<file path="src/verilog/tracker_params.svh">
`ifndef TRACKER_PARAMS_SVH
`define TRACKER_PARAMS_SVH

// Frame geometry
`define TRK_COLS 80
`define TRK_COL_W 7

// Run heights saturate at 63
`define TRK_RUN_W 6

// Accumulator widths, sized for 80 columns at height 63
`define TRK_AREA_W 13
`define TRK_MOMENT_W 18

// LED display
`define TRK_LED_W 8
`define TRK_LED_BAND 10

`endif

</file>
<file path="src/verilog/tracker_pkg.sv">
`include "tracker_params.svh"

package tracker_pkg;

	////////////////////////////////////////
	// Stream types
	////////////////////////////////////////

	// Thresholded input pixel
	typedef struct packed {
		logic                  valid;
		logic [`TRK_COL_W-1:0] col;
		logic                  hit;
	} pixel_t;

	// Run height of one column after a pixel
	typedef struct packed {
		logic                  valid;
		logic [`TRK_COL_W-1:0] col;
		logic [`TRK_RUN_W-1:0] run;
	} col_sample_t;

	////////////////////////////////////////
	// Frame results
	////////////////////////////////////////

	typedef struct packed {
		logic [`TRK_AREA_W-1:0]   area;
		logic [`TRK_MOMENT_W-1:0] moment;
	} sums_t;

endpackage

</file>
<file path="src/verilog/centroid_output.sv">
`timescale 1ns/1ps
`include "tracker_params.svh"

module centroid_output (
	input  logic                     clk,
	input  logic                     rst,
	input  logic [`TRK_MOMENT_W-1:0] quotient,
	input  logic                     div_done,
	output logic [`TRK_COL_W-1:0]    centroid,
	output logic                     centroid_valid,
	output logic [`TRK_LED_W-1:0]    leds
);

	logic [`TRK_COL_W-1:0] band;
	logic [`TRK_LED_W-1:0] leds_next;

	// Band 0 on the MSB, right-hand columns collapse onto the LSB
	always_comb begin
		band = centroid / `TRK_COL_W'(`TRK_LED_BAND);
		if (band > `TRK_COL_W'(`TRK_LED_W - 1)) begin
			band = `TRK_COL_W'(`TRK_LED_W - 1);
		end
		for (int i = 0; i < `TRK_LED_W; i++) begin
			leds_next[i] = (band == `TRK_COL_W'(`TRK_LED_W - 1 - i));
		end
	end

	always_ff @(posedge clk or posedge rst) begin
		if (rst) begin
			centroid       <= '0;
			centroid_valid <= 1'b0;
			leds           <= '0;
		end else begin
			centroid_valid <= div_done;
			if (div_done) begin
				centroid <= quotient[`TRK_COL_W-1:0];
			end
			leds <= leds_next;
		end
	end

endmodule

</file>
<file path="src/verilog/centroid_scanner.sv">
`timescale 1ns/1ps
`include "tracker_params.svh"

module centroid_scanner (
	input  logic                                  clk,
	input  logic                                  rst,
	input  logic                                  frame_start,
	input  logic [`TRK_COLS-1:0][`TRK_RUN_W-1:0]  heights,
	output tracker_pkg::sums_t                    sums,
	output logic                                  sums_done
);

	logic                    active;
	logic [`TRK_COL_W-1:0]   col;
	logic                    last_col;

	// Height of the current column and its weighted value
	logic [`TRK_RUN_W-1:0]    cur_height;
	logic [`TRK_AREA_W-1:0]   area_term;
	logic [`TRK_MOMENT_W-1:0] moment_term;

	assign cur_height  = heights[col];
	assign last_col    = (col == `TRK_COL_W'(`TRK_COLS - 1));
	assign area_term   = `TRK_AREA_W'(cur_height);
	assign moment_term = `TRK_MOMENT_W'(cur_height) * `TRK_MOMENT_W'(col);

	////////////////////////////////////////
	// Scan control
	////////////////////////////////////////

	always_ff @(posedge clk or posedge rst) begin
		if (rst) begin
			active    <= 1'b0;
			col       <= '0;
			sums_done <= 1'b0;
		end else if (frame_start) begin
			// Restart even if a scan is still running
			active    <= 1'b1;
			col       <= '0;
			sums_done <= 1'b0;
		end else if (active) begin
			if (last_col) begin
				active    <= 1'b0;
				col       <= '0;
				sums_done <= 1'b1;
			end else begin
				col       <= col + 1'b1;
				sums_done <= 1'b0;
			end
		end else begin
			sums_done <= 1'b0;
		end
	end

	////////////////////////////////////////
	// Accumulators
	////////////////////////////////////////

	always_ff @(posedge clk or posedge rst) begin
		if (rst) begin
			sums <= '0;
		end else if (frame_start) begin
			sums <= '0;
		end else if (active) begin
			sums.area   <= sums.area + area_term;
			sums.moment <= sums.moment + moment_term;
		end
	end

	// Column counter stays inside the snapshot array
	a_scan_col_range: assert property (
		@(posedge clk) disable iff (rst)
		col <= `TRK_COL_W'(`TRK_COLS - 1)
	) else $error("scan column %0d past end", col);

endmodule

</file>
<file path="src/verilog/column_bin.sv">
`timescale 1ns/1ps
`include "tracker_params.svh"

module column_bin #(
	parameter int COL_IDX = 0
) (
	input  logic                     clk,
	input  logic                     rst,
	input  tracker_pkg::col_sample_t sample,
	input  logic                     frame_start,
	output logic [`TRK_RUN_W-1:0]    height
);

	// Tallest run of this column in the current frame
	logic [`TRK_RUN_W-1:0] max_run;
	logic                  mine;

	assign mine = sample.valid && (sample.col == `TRK_COL_W'(COL_IDX));

	always_ff @(posedge clk or posedge rst) begin
		if (rst) begin
			max_run <= '0;
			height  <= '0;
		end else if (frame_start) begin
			// Snapshot for the scanner, then start over
			height  <= max_run;
			max_run <= '0;
		end else if (mine && (sample.run > max_run)) begin
			max_run <= sample.run;
		end
	end

endmodule

</file>
<file path="src/verilog/column_run_tracker.sv">
`timescale 1ns/1ps
`include "tracker_params.svh"

module column_run_tracker (
	input  logic                     clk,
	input  logic                     rst,
	input  tracker_pkg::pixel_t      pixel,
	input  logic                     frame_start,
	output tracker_pkg::col_sample_t sample
);

	// One run counter per column
	logic [`TRK_RUN_W-1:0] runs [`TRK_COLS];
	logic [`TRK_RUN_W-1:0] cur_run;
	logic [`TRK_RUN_W-1:0] next_run;

	assign cur_run = runs[pixel.col];

	// Hit extends the run, miss breaks it
	always_comb begin
		if (!pixel.hit) begin
			next_run = '0;
		end else if (&cur_run) begin
			// Saturated
			next_run = cur_run;
		end else begin
			next_run = cur_run + 1'b1;
		end
	end

	////////////////////////////////////////
	// Counter array
	////////////////////////////////////////

	always_ff @(posedge clk or posedge rst) begin
		if (rst) begin
			for (int i = 0; i < `TRK_COLS; i++) begin
				runs[i] <= '0;
			end
		end else if (frame_start) begin
			// New frame starts all columns from zero
			for (int i = 0; i < `TRK_COLS; i++) begin
				runs[i] <= '0;
			end
		end else if (pixel.valid) begin
			runs[pixel.col] <= next_run;
		end
	end

	////////////////////////////////////////
	// Sample register
	////////////////////////////////////////

	always_ff @(posedge clk or posedge rst) begin
		if (rst) begin
			sample <= '0;
		end else begin
			// Pixel coinciding with frame_start is dropped
			sample.valid <= pixel.valid && !frame_start;
			sample.col   <= pixel.col;
			sample.run   <= next_run;
		end
	end

	// Upstream must keep column addresses inside the frame
	a_pixel_col_range: assert property (
		@(posedge clk) disable iff (rst)
		pixel.valid |-> (pixel.col < `TRK_COLS)
	) else $error("pixel column %0d out of range", pixel.col);

endmodule

</file>
<file path="src/verilog/seq_divider.sv">
`timescale 1ns/1ps
`include "tracker_params.svh"

module seq_divider #(
	parameter int DIV_W = `TRK_MOMENT_W
) (
	input  logic             clk,
	input  logic             rst,
	input  logic             start,
	input  logic [DIV_W-1:0] dividend,
	input  logic [DIV_W-1:0] divisor,
	output logic [DIV_W-1:0] quotient,
	output logic             done
);

	localparam int SHIFT_W = $clog2(DIV_W);

	typedef enum logic [1:0] {
		st_idle,
		st_norm,
		st_sub
	} state_t;

	state_t             state;
	// Partial remainder and aligned divisor
	logic [DIV_W-1:0]   rem;
	logic [DIV_W-1:0]   dsor;
	// Current quotient bit position
	logic [SHIFT_W-1:0] shift;

	always_ff @(posedge clk or posedge rst) begin
		if (rst) begin
			state    <= st_idle;
			rem      <= '0;
			dsor     <= '0;
			shift    <= '0;
			quotient <= '0;
			done     <= 1'b0;
		end else begin
			done <= 1'b0;
			case (state)
				st_idle: begin
					// Requests while busy are never seen here
					if (start) begin
						quotient <= '0;
						if ((dividend == '0) || (divisor == '0)) begin
							done <= 1'b1;
						end else begin
							rem   <= dividend;
							dsor  <= divisor;
							shift <= '0;
							state <= st_norm;
						end
					end
				end

				////////////////////////////////////////
				// Align divisor under the dividend
				////////////////////////////////////////
				st_norm: begin
					if ((dsor < rem) && !dsor[DIV_W-1]) begin
						dsor  <= dsor << 1;
						shift <= shift + 1'b1;
					end else begin
						state <= st_sub;
					end
				end

				////////////////////////////////////////
				// Restoring subtraction, one bit per cycle
				////////////////////////////////////////
				st_sub: begin
					if (rem >= dsor) begin
						rem             <= rem - dsor;
						quotient[shift] <= 1'b1;
					end
					if (shift == '0) begin
						state <= st_idle;
						done  <= 1'b1;
					end else begin
						dsor  <= dsor >> 1;
						shift <= shift - 1'b1;
					end
				end

				default: begin
					state <= st_idle;
				end
			endcase
		end
	end

	// Completion is a single-cycle pulse
	a_done_pulse: assert property (
		@(posedge clk) disable iff (rst)
		done |=> !done
	) else $error("done held for more than one cycle");

endmodule

</file>
<file path="src/verilog/tracker_top.sv">
`timescale 1ns/1ps
`include "tracker_params.svh"

module tracker_top (
	input  logic                  clk,
	input  logic                  rst,
	input  tracker_pkg::pixel_t   pixel,
	input  logic                  frame_start,
	output logic [`TRK_COL_W-1:0] centroid,
	output logic                  centroid_valid,
	output logic [`TRK_LED_W-1:0] leds
);

	tracker_pkg::col_sample_t                sample;
	logic [`TRK_COLS-1:0][`TRK_RUN_W-1:0]    heights;
	tracker_pkg::sums_t                      sums;
	logic                                    sums_done;
	logic [`TRK_MOMENT_W-1:0]                quotient;
	logic                                    div_done;

	column_run_tracker u_tracker (
		.clk         (clk),
		.rst         (rst),
		.pixel       (pixel),
		.frame_start (frame_start),
		.sample      (sample)
	);

	////////////////////////////////////////
	// One max-hold bin per column
	////////////////////////////////////////

	for (genvar i = 0; i < `TRK_COLS; i++) begin : g_bin
		column_bin #(
			.COL_IDX (i)
		) u_bin (
			.clk         (clk),
			.rst         (rst),
			.sample      (sample),
			.frame_start (frame_start),
			.height      (heights[i])
		);
	end

	centroid_scanner u_scanner (
		.clk         (clk),
		.rst         (rst),
		.frame_start (frame_start),
		.heights     (heights),
		.sums        (sums),
		.sums_done   (sums_done)
	);

	// Area is zero-extended to the moment width
	seq_divider #(
		.DIV_W (`TRK_MOMENT_W)
	) u_divider (
		.clk      (clk),
		.rst      (rst),
		.start    (sums_done),
		.dividend (sums.moment),
		.divisor  ({{(`TRK_MOMENT_W - `TRK_AREA_W){1'b0}}, sums.area}),
		.quotient (quotient),
		.done     (div_done)
	);

	centroid_output u_output (
		.clk            (clk),
		.rst            (rst),
		.quotient       (quotient),
		.div_done       (div_done),
		.centroid       (centroid),
		.centroid_valid (centroid_valid),
		.leds           (leds)
	);

endmodule
</file>
<file path="config.mk">
export PLATFORM = sky130hd
export DESIGN_NAME = tracker_top
export DESIGN_NICKNAME = d
export VERILOG_FILES = /design/src/verilog/tracker_pkg.sv /design/src/verilog/centroid_output.sv /design/src/verilog/centroid_scanner.sv /design/src/verilog/column_bin.sv /design/src/verilog/column_run_tracker.sv /design/src/verilog/seq_divider.sv /design/src/verilog/tracker_top.sv
export VERILOG_INCLUDE_DIRS = /design/src /design/src/verilog
export SDC_FILE = /design/constraint.sdc
export NUM_CORES = 2
export LEC_CHECK = 0
export BUFFER_PORTS_ARGS = -buffer_cell sky130_fd_sc_hd__buf_2
export CORE_ASPECT_RATIO = 1.1
export CORE_MARGIN = 4
export CORE_UTILIZATION = 60
export CTS_BUF_LIST = sky130_fd_sc_hd__clkbuf_8
export CTS_CLUSTER_SIZE = 14
export DETAILED_ROUTE_END_ITERATION = 16
export GPL_TIMING_DRIVEN = 0
export PLACE_DENSITY = 0.76
export SYNTH_ARGS = -nofsm -noshare
export SYNTH_HDL_FRONTEND = slang
export SYNTH_SLANG_ARGS = --single-unit
</file>
<file path="constraint.sdc">
create_clock -name clk -period 60.2 [get_ports clk]
set_input_delay 12.04 -clock clk [delete_from_list [all_inputs] [get_ports clk]]
set_output_delay 12.04 -clock clk [all_outputs]
set_load 0.005 [all_outputs]
</file>
# [After elaboration in Yosys (flattened, before gate mapping)]
# Index checks and enable logic that the tools add are counted.
[op_classes] n_bitwise=2 reduce_logical=262 shifts=0 n_lt_le_gt_ge=88 multipliers=1 mux=212 eq_ne=96 add_sub_neg=7 div=1
[op_table] cell="6-bit two-way mux" n=166
[op_table] cell="480-bit two-way mux" n=2
[op_table] cell="480-bit bitwise mux" n=1
[op_table] cell="6-bit greater-than comparator" n=80
[op_table] cell="7-bit by 6-bit == test with 1-bit output, second input constant" n=32
[op_table] cell="2-bit nonzero test" n=83
[op_table] cell="1-bit logical AND" n=164
[op_table] cell="18-bit two-way mux" n=9
[op_table] cell="7-bit == test, second input constant" n=17
[op_table] cell="7-bit by 5-bit == test with 1-bit output, second input constant" n=16
[op_table] cell="6-bit binary-select mux with 7-bit select" n=2
[op_table] cell="18-bit one-hot mux with 2 select lines" n=2
[op_table] cell="31-bit two-way mux" n=2
[op_table] cell="7-bit by 3-bit == test with 1-bit output, second input constant" n=8
[op_table] cell="7-bit by 4-bit == test with 1-bit output, second input constant" n=8
[op_table] cell="18-bit one-hot mux with 3 select lines" n=1
[op_table] cell="6-bit demux with 7-bit select" n=1
[op_table] cell="18-bit zero test" n=2
[op_table] cell="7-bit by 2-bit == test with 1-bit output, second input constant" n=4
[op_table] cell="7-bit two-way mux" n=4
[op_table] cell="5-bit two-way mux" n=4
[op_table] cell="18-bit by 13-bit adder with 18-bit output" n=1
[op_table] cell="18-bit >= comparator" n=1
[op_table] cell="18-bit < comparator" n=1
[op_table] cell="other kinds (37)" n=58
[word_totals] out_inout_bits=16 mem_bits_rw=0 mem_count=0 word_cells=926 regBits=1572 input_bits=12 rom_bits=0 latchBits=0

# [Logic depth before layout (Yosys ltp)]
[logic_depth] ltp_word=10 mapped_depth=27

# [Modules after synthesis]
# From an unflattened synthesis, not the netlist that was laid out.
[hier_totals] hier_cells=8650 hier_area_um2=93576.0
[modules_own_cells] mod="column_run_tracker" area_per_inst_um2=24274.5 instances=1 cells_each=2368 seq_area_each_um2=12361.9
[modules_own_cells] mod="column_bin at g_bin[21].u_bin ..." area_per_inst_um2=699.4 instances=20 cells_each=60 seq_area_each_um2=300.3
[modules_own_cells] mod="column_bin at g_bin[11].u_bin ..." area_per_inst_um2=695.7 instances=14 cells_each=60 seq_area_each_um2=300.3
[modules_own_cells] mod="column_bin at g_bin[10].u_bin ..." area_per_inst_um2=698.2 instances=12 cells_each=60 seq_area_each_um2=300.3
[modules_own_cells] mod="centroid_scanner" area_per_inst_um2=8169.1 instances=1 cells_each=909 seq_area_each_um2=1001.0
[modules_own_cells] mod="column_bin at g_bin[16].u_bin ..." area_per_inst_um2=696.9 instances=10 cells_each=60 seq_area_each_um2=300.3
[modules_own_cells] mod="seq_divider" area_per_inst_um2=4543.1 instances=1 cells_each=506 seq_area_each_um2=1551.5
[modules_own_cells] mod="column_bin at g_bin[13].u_bin ..." area_per_inst_um2=710.7 instances=6 cells_each=61 seq_area_each_um2=300.3
[modules_own_cells] mod="column_bin at g_bin[3].u_bin ..." area_per_inst_um2=693.2 instances=6 cells_each=60 seq_area_each_um2=300.3
[modules_own_cells] mod="column_bin at g_bin[12].u_bin ..." area_per_inst_um2=703.2 instances=4 cells_each=61 seq_area_each_um2=300.3
[modules_own_cells] mod="column_bin at g_bin[15].u_bin ..." area_per_inst_um2=706.9 instances=3 cells_each=61 seq_area_each_um2=300.3
[modules_own_cells] mod="column_bin at g_bin[0].u_bin ..." area_per_inst_um2=694.4 instances=2 cells_each=60 seq_area_each_um2=300.3
[modules_own_cells] mod="column_bin at g_bin[79].u_bin" area_per_inst_um2=704.4 instances=1 cells_each=61 seq_area_each_um2=300.3
[modules_own_cells] mod="column_bin at g_bin[64].u_bin" area_per_inst_um2=700.7 instances=1 cells_each=61 seq_area_each_um2=300.3
[modules_own_cells] mod="+3 rows"

# [Worst setup path before layout]
# No wires, ideal clock.
[synth_path] kind="input port to flip-flop" startpoint="input pixel[1] (netlist bit)" endpoint="register u_tracker.runs[103] (netlist bit)" arrival_ns=15.160 path_slack_ns=44.912 path_stages=15 setup_time_ns=0.128 path_cell_list="buf_6 buf_6 buf_8 mux4_2 mux2_2 a22oi_1 nand4_1 nor4b_1 inv_1 ha_1 nor3b_2 nand3_2 mux2i_2 clkbuf_2 o21ai_0"
[synth_between] elab_chain_cells=10 elab_cells_between_ends=16 classes_between="1 x add/sub; 2 x order compare; 10 x mux; 1 x bitwise; 2 x reduce/logical"
[synth_lines] element="start, declared" line="tracker_top.sv:7" text="input tracker_pkg::pixel_t pixel,"
[synth_lines] element="7-bit NOT with 8-bit output (not written as such) (*)" line="column_run_tracker.sv:17, column_run_tracker.sv:46"
[synth_lines] element="6-bit binary-select mux with 7-bit select" line="column_run_tracker.sv:17" text="assign cur_run = runs[pixel.col];"
[synth_lines] element="6-bit two-way mux (not written as such) (2 in a row)" line="column_run_tracker.sv:17"
[synth_lines] element="6-bit by 1-bit adder with 6-bit output or 6-bit AND reduction (tied branches)" line="column_run_tracker.sv:27, column_run_tracker.sv:23"
[synth_lines] element="6-bit two-way mux" line="column_run_tracker.sv:23" text="end else if (&cur_run) begin"
[synth_lines] element="6-bit two-way mux" line="column_run_tracker.sv:21" text="if (!pixel.hit) begin"
[synth_lines] element="480-bit bitwise mux (*)" line="column_run_tracker.sv:46" text="runs[pixel.col] <= next_run;"
[synth_lines] element="480-bit two-way mux (*)" line="column_run_tracker.sv:45" text="end else if (pixel.valid) begin"
[synth_lines] element="480-bit two-way mux (*)" line="column_run_tracker.sv:40" text="end else if (frame_start) begin"
[synth_lines] element="end signal, assigned by index" line="column_run_tracker.sv:46"
[synth_lines] element="end, declared" line="column_run_tracker.sv:13" text="logic [`TRK_RUN_W-1:0] runs [`TRK_COLS];"
# Mark *: on every way between the ends. The rest lies on a longest branch, timed or not. The select of a mux whose other input is x is not followed.
# A chain may end at the register's enable or synchronous reset.

# [Worst setup path after layout]
[layout_path] startpoint="input pixel[3] (netlist bit)" endpoint="register u_tracker.runs[85] (netlist bit)"
# Same word-level chain as after synthesis.

==> impl_metrics.toml <==
[synth]
synth_top_area_cell = "dfrtp_1"
postSynthAreaPerCell_um2 = 10.8
netlist_area_um2 = 82900
synthCells = 7695
yosysWarnings = 0
syn_nets = 8285
synth-edff-count = 0
async_flop_share = 1.00
synth_top_cells_by_area = "dfrtp_1 (47%), ha_1 (8.2%), mux2_2 (7.1%), mux2i_1 (6.4%), mux4_2 (5.6%)"
yosysUniqueCellTypes = 88
seq_area_frac_synth = 0.471
synth_ff_type = "dfrtp_1"
synth_seq_cells = 1561
synth_top_area_frac = 0.471

[timing]
max_freq_mhz = 58.0
hold_viol = 0
drv_slew = 22
min_period_ns = 17.23
finalSetupViolations = 0
tns_ns = 0
post-route-period-util = 0.286
holdWs_ns = 0.373
grt_setup_unrepaired = "no"
relSlewSlack = -0.0206
tightest_slew_ns = 1.53
final.setup_skew_ns = 0.0499

[flow_run]
drv_cap = 3

[outcome]
violations = "capacitance limit, slew limit"
status = "finished, violations left"

[power_and_ir_drop]
p_sw_uw = 611
vdd_drop_max_mv = 0.0276
pwr_density_cell_nw_per_um2 = 24.5
p_int_uw = 1630
pwr-share-seq = 0.471
pwr-share-clk = 0.430
p_comb_frac = 0.099
switching_share = 0.273
power_leakage_uw = 0.0417

[clocking]
cts_resized = 0
path_clk_slew_ns = 0.06
ctsHoldBuffers = 0
cts_buffer_depth = 4
root_buffer = "clkbuf_8"
cts_buffers = 278
cts_tree = "yes"
post-cts-setup-buffers = 0
cts_num_sinks = 1561
clk_latency_ns = 1.04
ctsHtreeMaxLevel = 5

[layout]
final_common_cell = "dfrtp_1"
seqCellArea_um2 = 39100
nFillCells = 10300
area_growth_pct = 10.4
multiInputGateArea_um2 = 40100
fin_nets = 8637
layout_common_cells = "dfrtp_1 (1,556), nor2_1 (788), nand2_1 (749)"
final_layout_size_suffix_gt1_frac = 0.165

[worst_setup_path]
worstSetupPathType = "primary input to register"
cpPeakStageDelay_ns = 1.05
critPathSlowestCell = "mux2i_2"
critPathBufInv = 5
cpLargestDelayFamily = "buffers and inverters"
crit_top_cell = "buf_2"
arrival_ns = 18.09
end_kind = "register"
worstSetupStartpointType = "primary input"
cp.required_ns = 61.06
critPathMaxFanout = 10
crit_chain = "buf_2 > buf_2 > buf_4 > nand2b_1 > o22ai_1 > o41ai_1 > nand4_1 > nor4b_1 > inv_1 > ha_1 > nor3b_2 > nand3_2 > mux2i_2 > clkbuf_2 > o21ai_0"

[die]
die_h_um = 398
coreArea_um2 = 137000
io_pins = 28
die_w_um = 362
dieArea_um2 = 144000
fp-row-count = 142
start_util = 0.606

[route]
routedWlPerCell_um = 27.5
dr.pass1.iters = 13
wl_mm = 276
drt-initial-drc-count = 7212
viasPerCell = 6.49
drtAntennaViolNets = 0
route.detailed.drc = 0
vias = 65000

[place]
gp_congestion = 1.01
hpwl_mm = 192
port_buffers = 26

[global_route]
grt_max_degree = 134
grt_pass1_wl_mm = 413
first_global_vias = 65700
grtUsageTotal = 0.384
overflow = 0
antenna_found_initial = 11

[worst_hold_path]
hold_path.class = "register to register"
==> per-layer routing <==
metal / wire length (um) / part of all wire / track usage / up-vias
met3: 27700 / 0.10 / 0.103 / 1260
met1: 100000 / 0.36 / 0.470 / 32400
met4: 25300 / 0.092 / 0.286 / 8
met5: 66 / 0.00024 / 0.00203 / -
met2: 122000 / 0.44 / 0.586 / 3690
li1: - / - / - / 27700
==> final cells by class <==
cell class                 count  area share
inverter                     589      0.0242
tap                         1800      0.0246
timing repair buffer          72      0.0103
buffer                       385      0.0185
clock inverter               109     0.00588
sequential                  1561       0.427
clock buffer                 341      0.0513
multi-input combinational   5160       0.438
antenna                        9    0.000246
==> synth_stat cells (5+ instances only) <==
library cell,instances
and3_1,19
and2_1,18
nand3_1,43
o211ai_1,18
a211oi_1,44
a22oi_1,29
a21o_1,28
a221oi_1,42
nand3b_1,10
o21ai_0,648
nor3b_1,9
nand4_1,81
inv_1,585
buf_6,9
buf_2,32
nor3_1,52
o31ai_1,7
xnor2_1,26
nor4_1,12
a2111oi_2,25
mux4_2,205
a31oi_1,18
nand2_1,749
mux2i_1,533
clkbuf_2,18
nor2_1,793
o21ai_1,25
dfrtp_1,1561
xor2_1,14
ha_1,544
nor2b_1,104
fa_1,34
a221o_1,12
a22o_1,7
a2111oi_1,20
o21a_1,14
a32oi_1,5
clkbuf_1,271
buf_4,23
buf_1,31
a21oi_1,312
o22ai_1,19
mux2_2,524
nand2b_1,28
o221ai_1,13
==> cell families (layout without fill, tap and decap cells) <==
logic type	count (synthesis)	in the layout	share of synthesized area
xor+xnor	41	41	0.00442
fa+ha+maj	578	578	0.0903
compound gates	1325	1325	0.0947
mux	1265	1265	0.192
simple gates	1951	1951	0.100
buf+inv	974	1496	0.0469
flops	1561	1561	0.471
other cells	0	9	0
==> sequential cells by signal, indices dropped and copies added (netlist names), 5 cells and up <==
name and flops:
g_bin.u_bin.height 480, g_bin.u_bin.max_run 480, u_tracker.runs 480, u_scanner.sums 31, u_divider.dsor 18, u_divider.rem 18
u_tracker.sample 14, u_output.leds 8, u_divider.quotient 7, u_output.centroid 7, u_scanner.col 7, u_divider.shift 5
==> through the flow <==
step,std cells,setup slack (ns),utilization,power [uW],instance area (um2)
6_report,10000,42.97,0.669,2240,91600
2_1_floorplan,7695,4.12,-,1200,82900
3_3_place_gp,9521,-11.19,0.623,1280,85300
3_5_place_dp,9566,42.36,0.631,1290,86300
4_1_cts,10000,43.30,0.669,2240,91500
5_1_grt,10000,43.34,0.669,2310,91500
==> final timing paths <==
check / slack, ns / depth (start not counted) / startpoint / end
min: 0.37 / 0 / u_divider.done$_DFF_PP0_ / u_output.centroid_valid$_DFF_PP0_
max: 42.97 / 15 / pixel[3] / u_tracker.runs[85]$_DFFE_PP0P_
max reg2reg: 50.97 / 25 / u_scanner.col[0]$_DFFE_PP0P_ / u_scanner.sums[16]$_DFFE_PP0P_
min reg2reg: 0.37 / 0 / u_divider.done$_DFF_PP0_ / u_output.centroid_valid$_DFF_PP0_
min in group asynchronous: 11.06 / 2 / rst / u_tracker.runs[116]$_DFFE_PP0P_
max in group asynchronous: 46.10 / 7 / rst / u_output.centroid[1]$_DFFE_PP0P_
==> power groups by stage <==
| stage | sequential (uW) | combinational [uW] | clock, uW |
|---|---|---|---|
| 2_1_floorplan | 1080 | 127 | 0 |
| 3_5_place_dp | 1070 | 214 | 0 |
| 4_1_cts | 1060 | 215 | 967 |
| 6_report | 1060 | 221 | 964 |
| 5_1_grt | 1060 | 235 | 1020 |
| 3_3_place_gp | 1080 | 195 | 0 |
==> worst reg2reg max path, stage by stage (launching register included) <==
cell and delay [ns]:
dfrtp_1 0.35, clkbuf_1 0.24, buf_1 0.91, buf_1 1.12, mux4_2 0.72, mux4_2 0.59
mux4_2 0.59, a21oi_1 0.37, inv_1 0.20, nand2_1 0.13, fa_1 0.45, fa_1 0.54
inv_1 0.05, fa_1 0.53, inv_1 0.05, fa_1 0.49, inv_1 0.04, ha_1 0.31
or3_1 0.11, o21ai_0 0.09, a211o_1 0.32, a31oi_1 0.31, a21oi_1 0.14, o21ai_0 0.24
xnor2_1 0.15, nor2_1 0.05
Power figures use the tool's default switching activity.
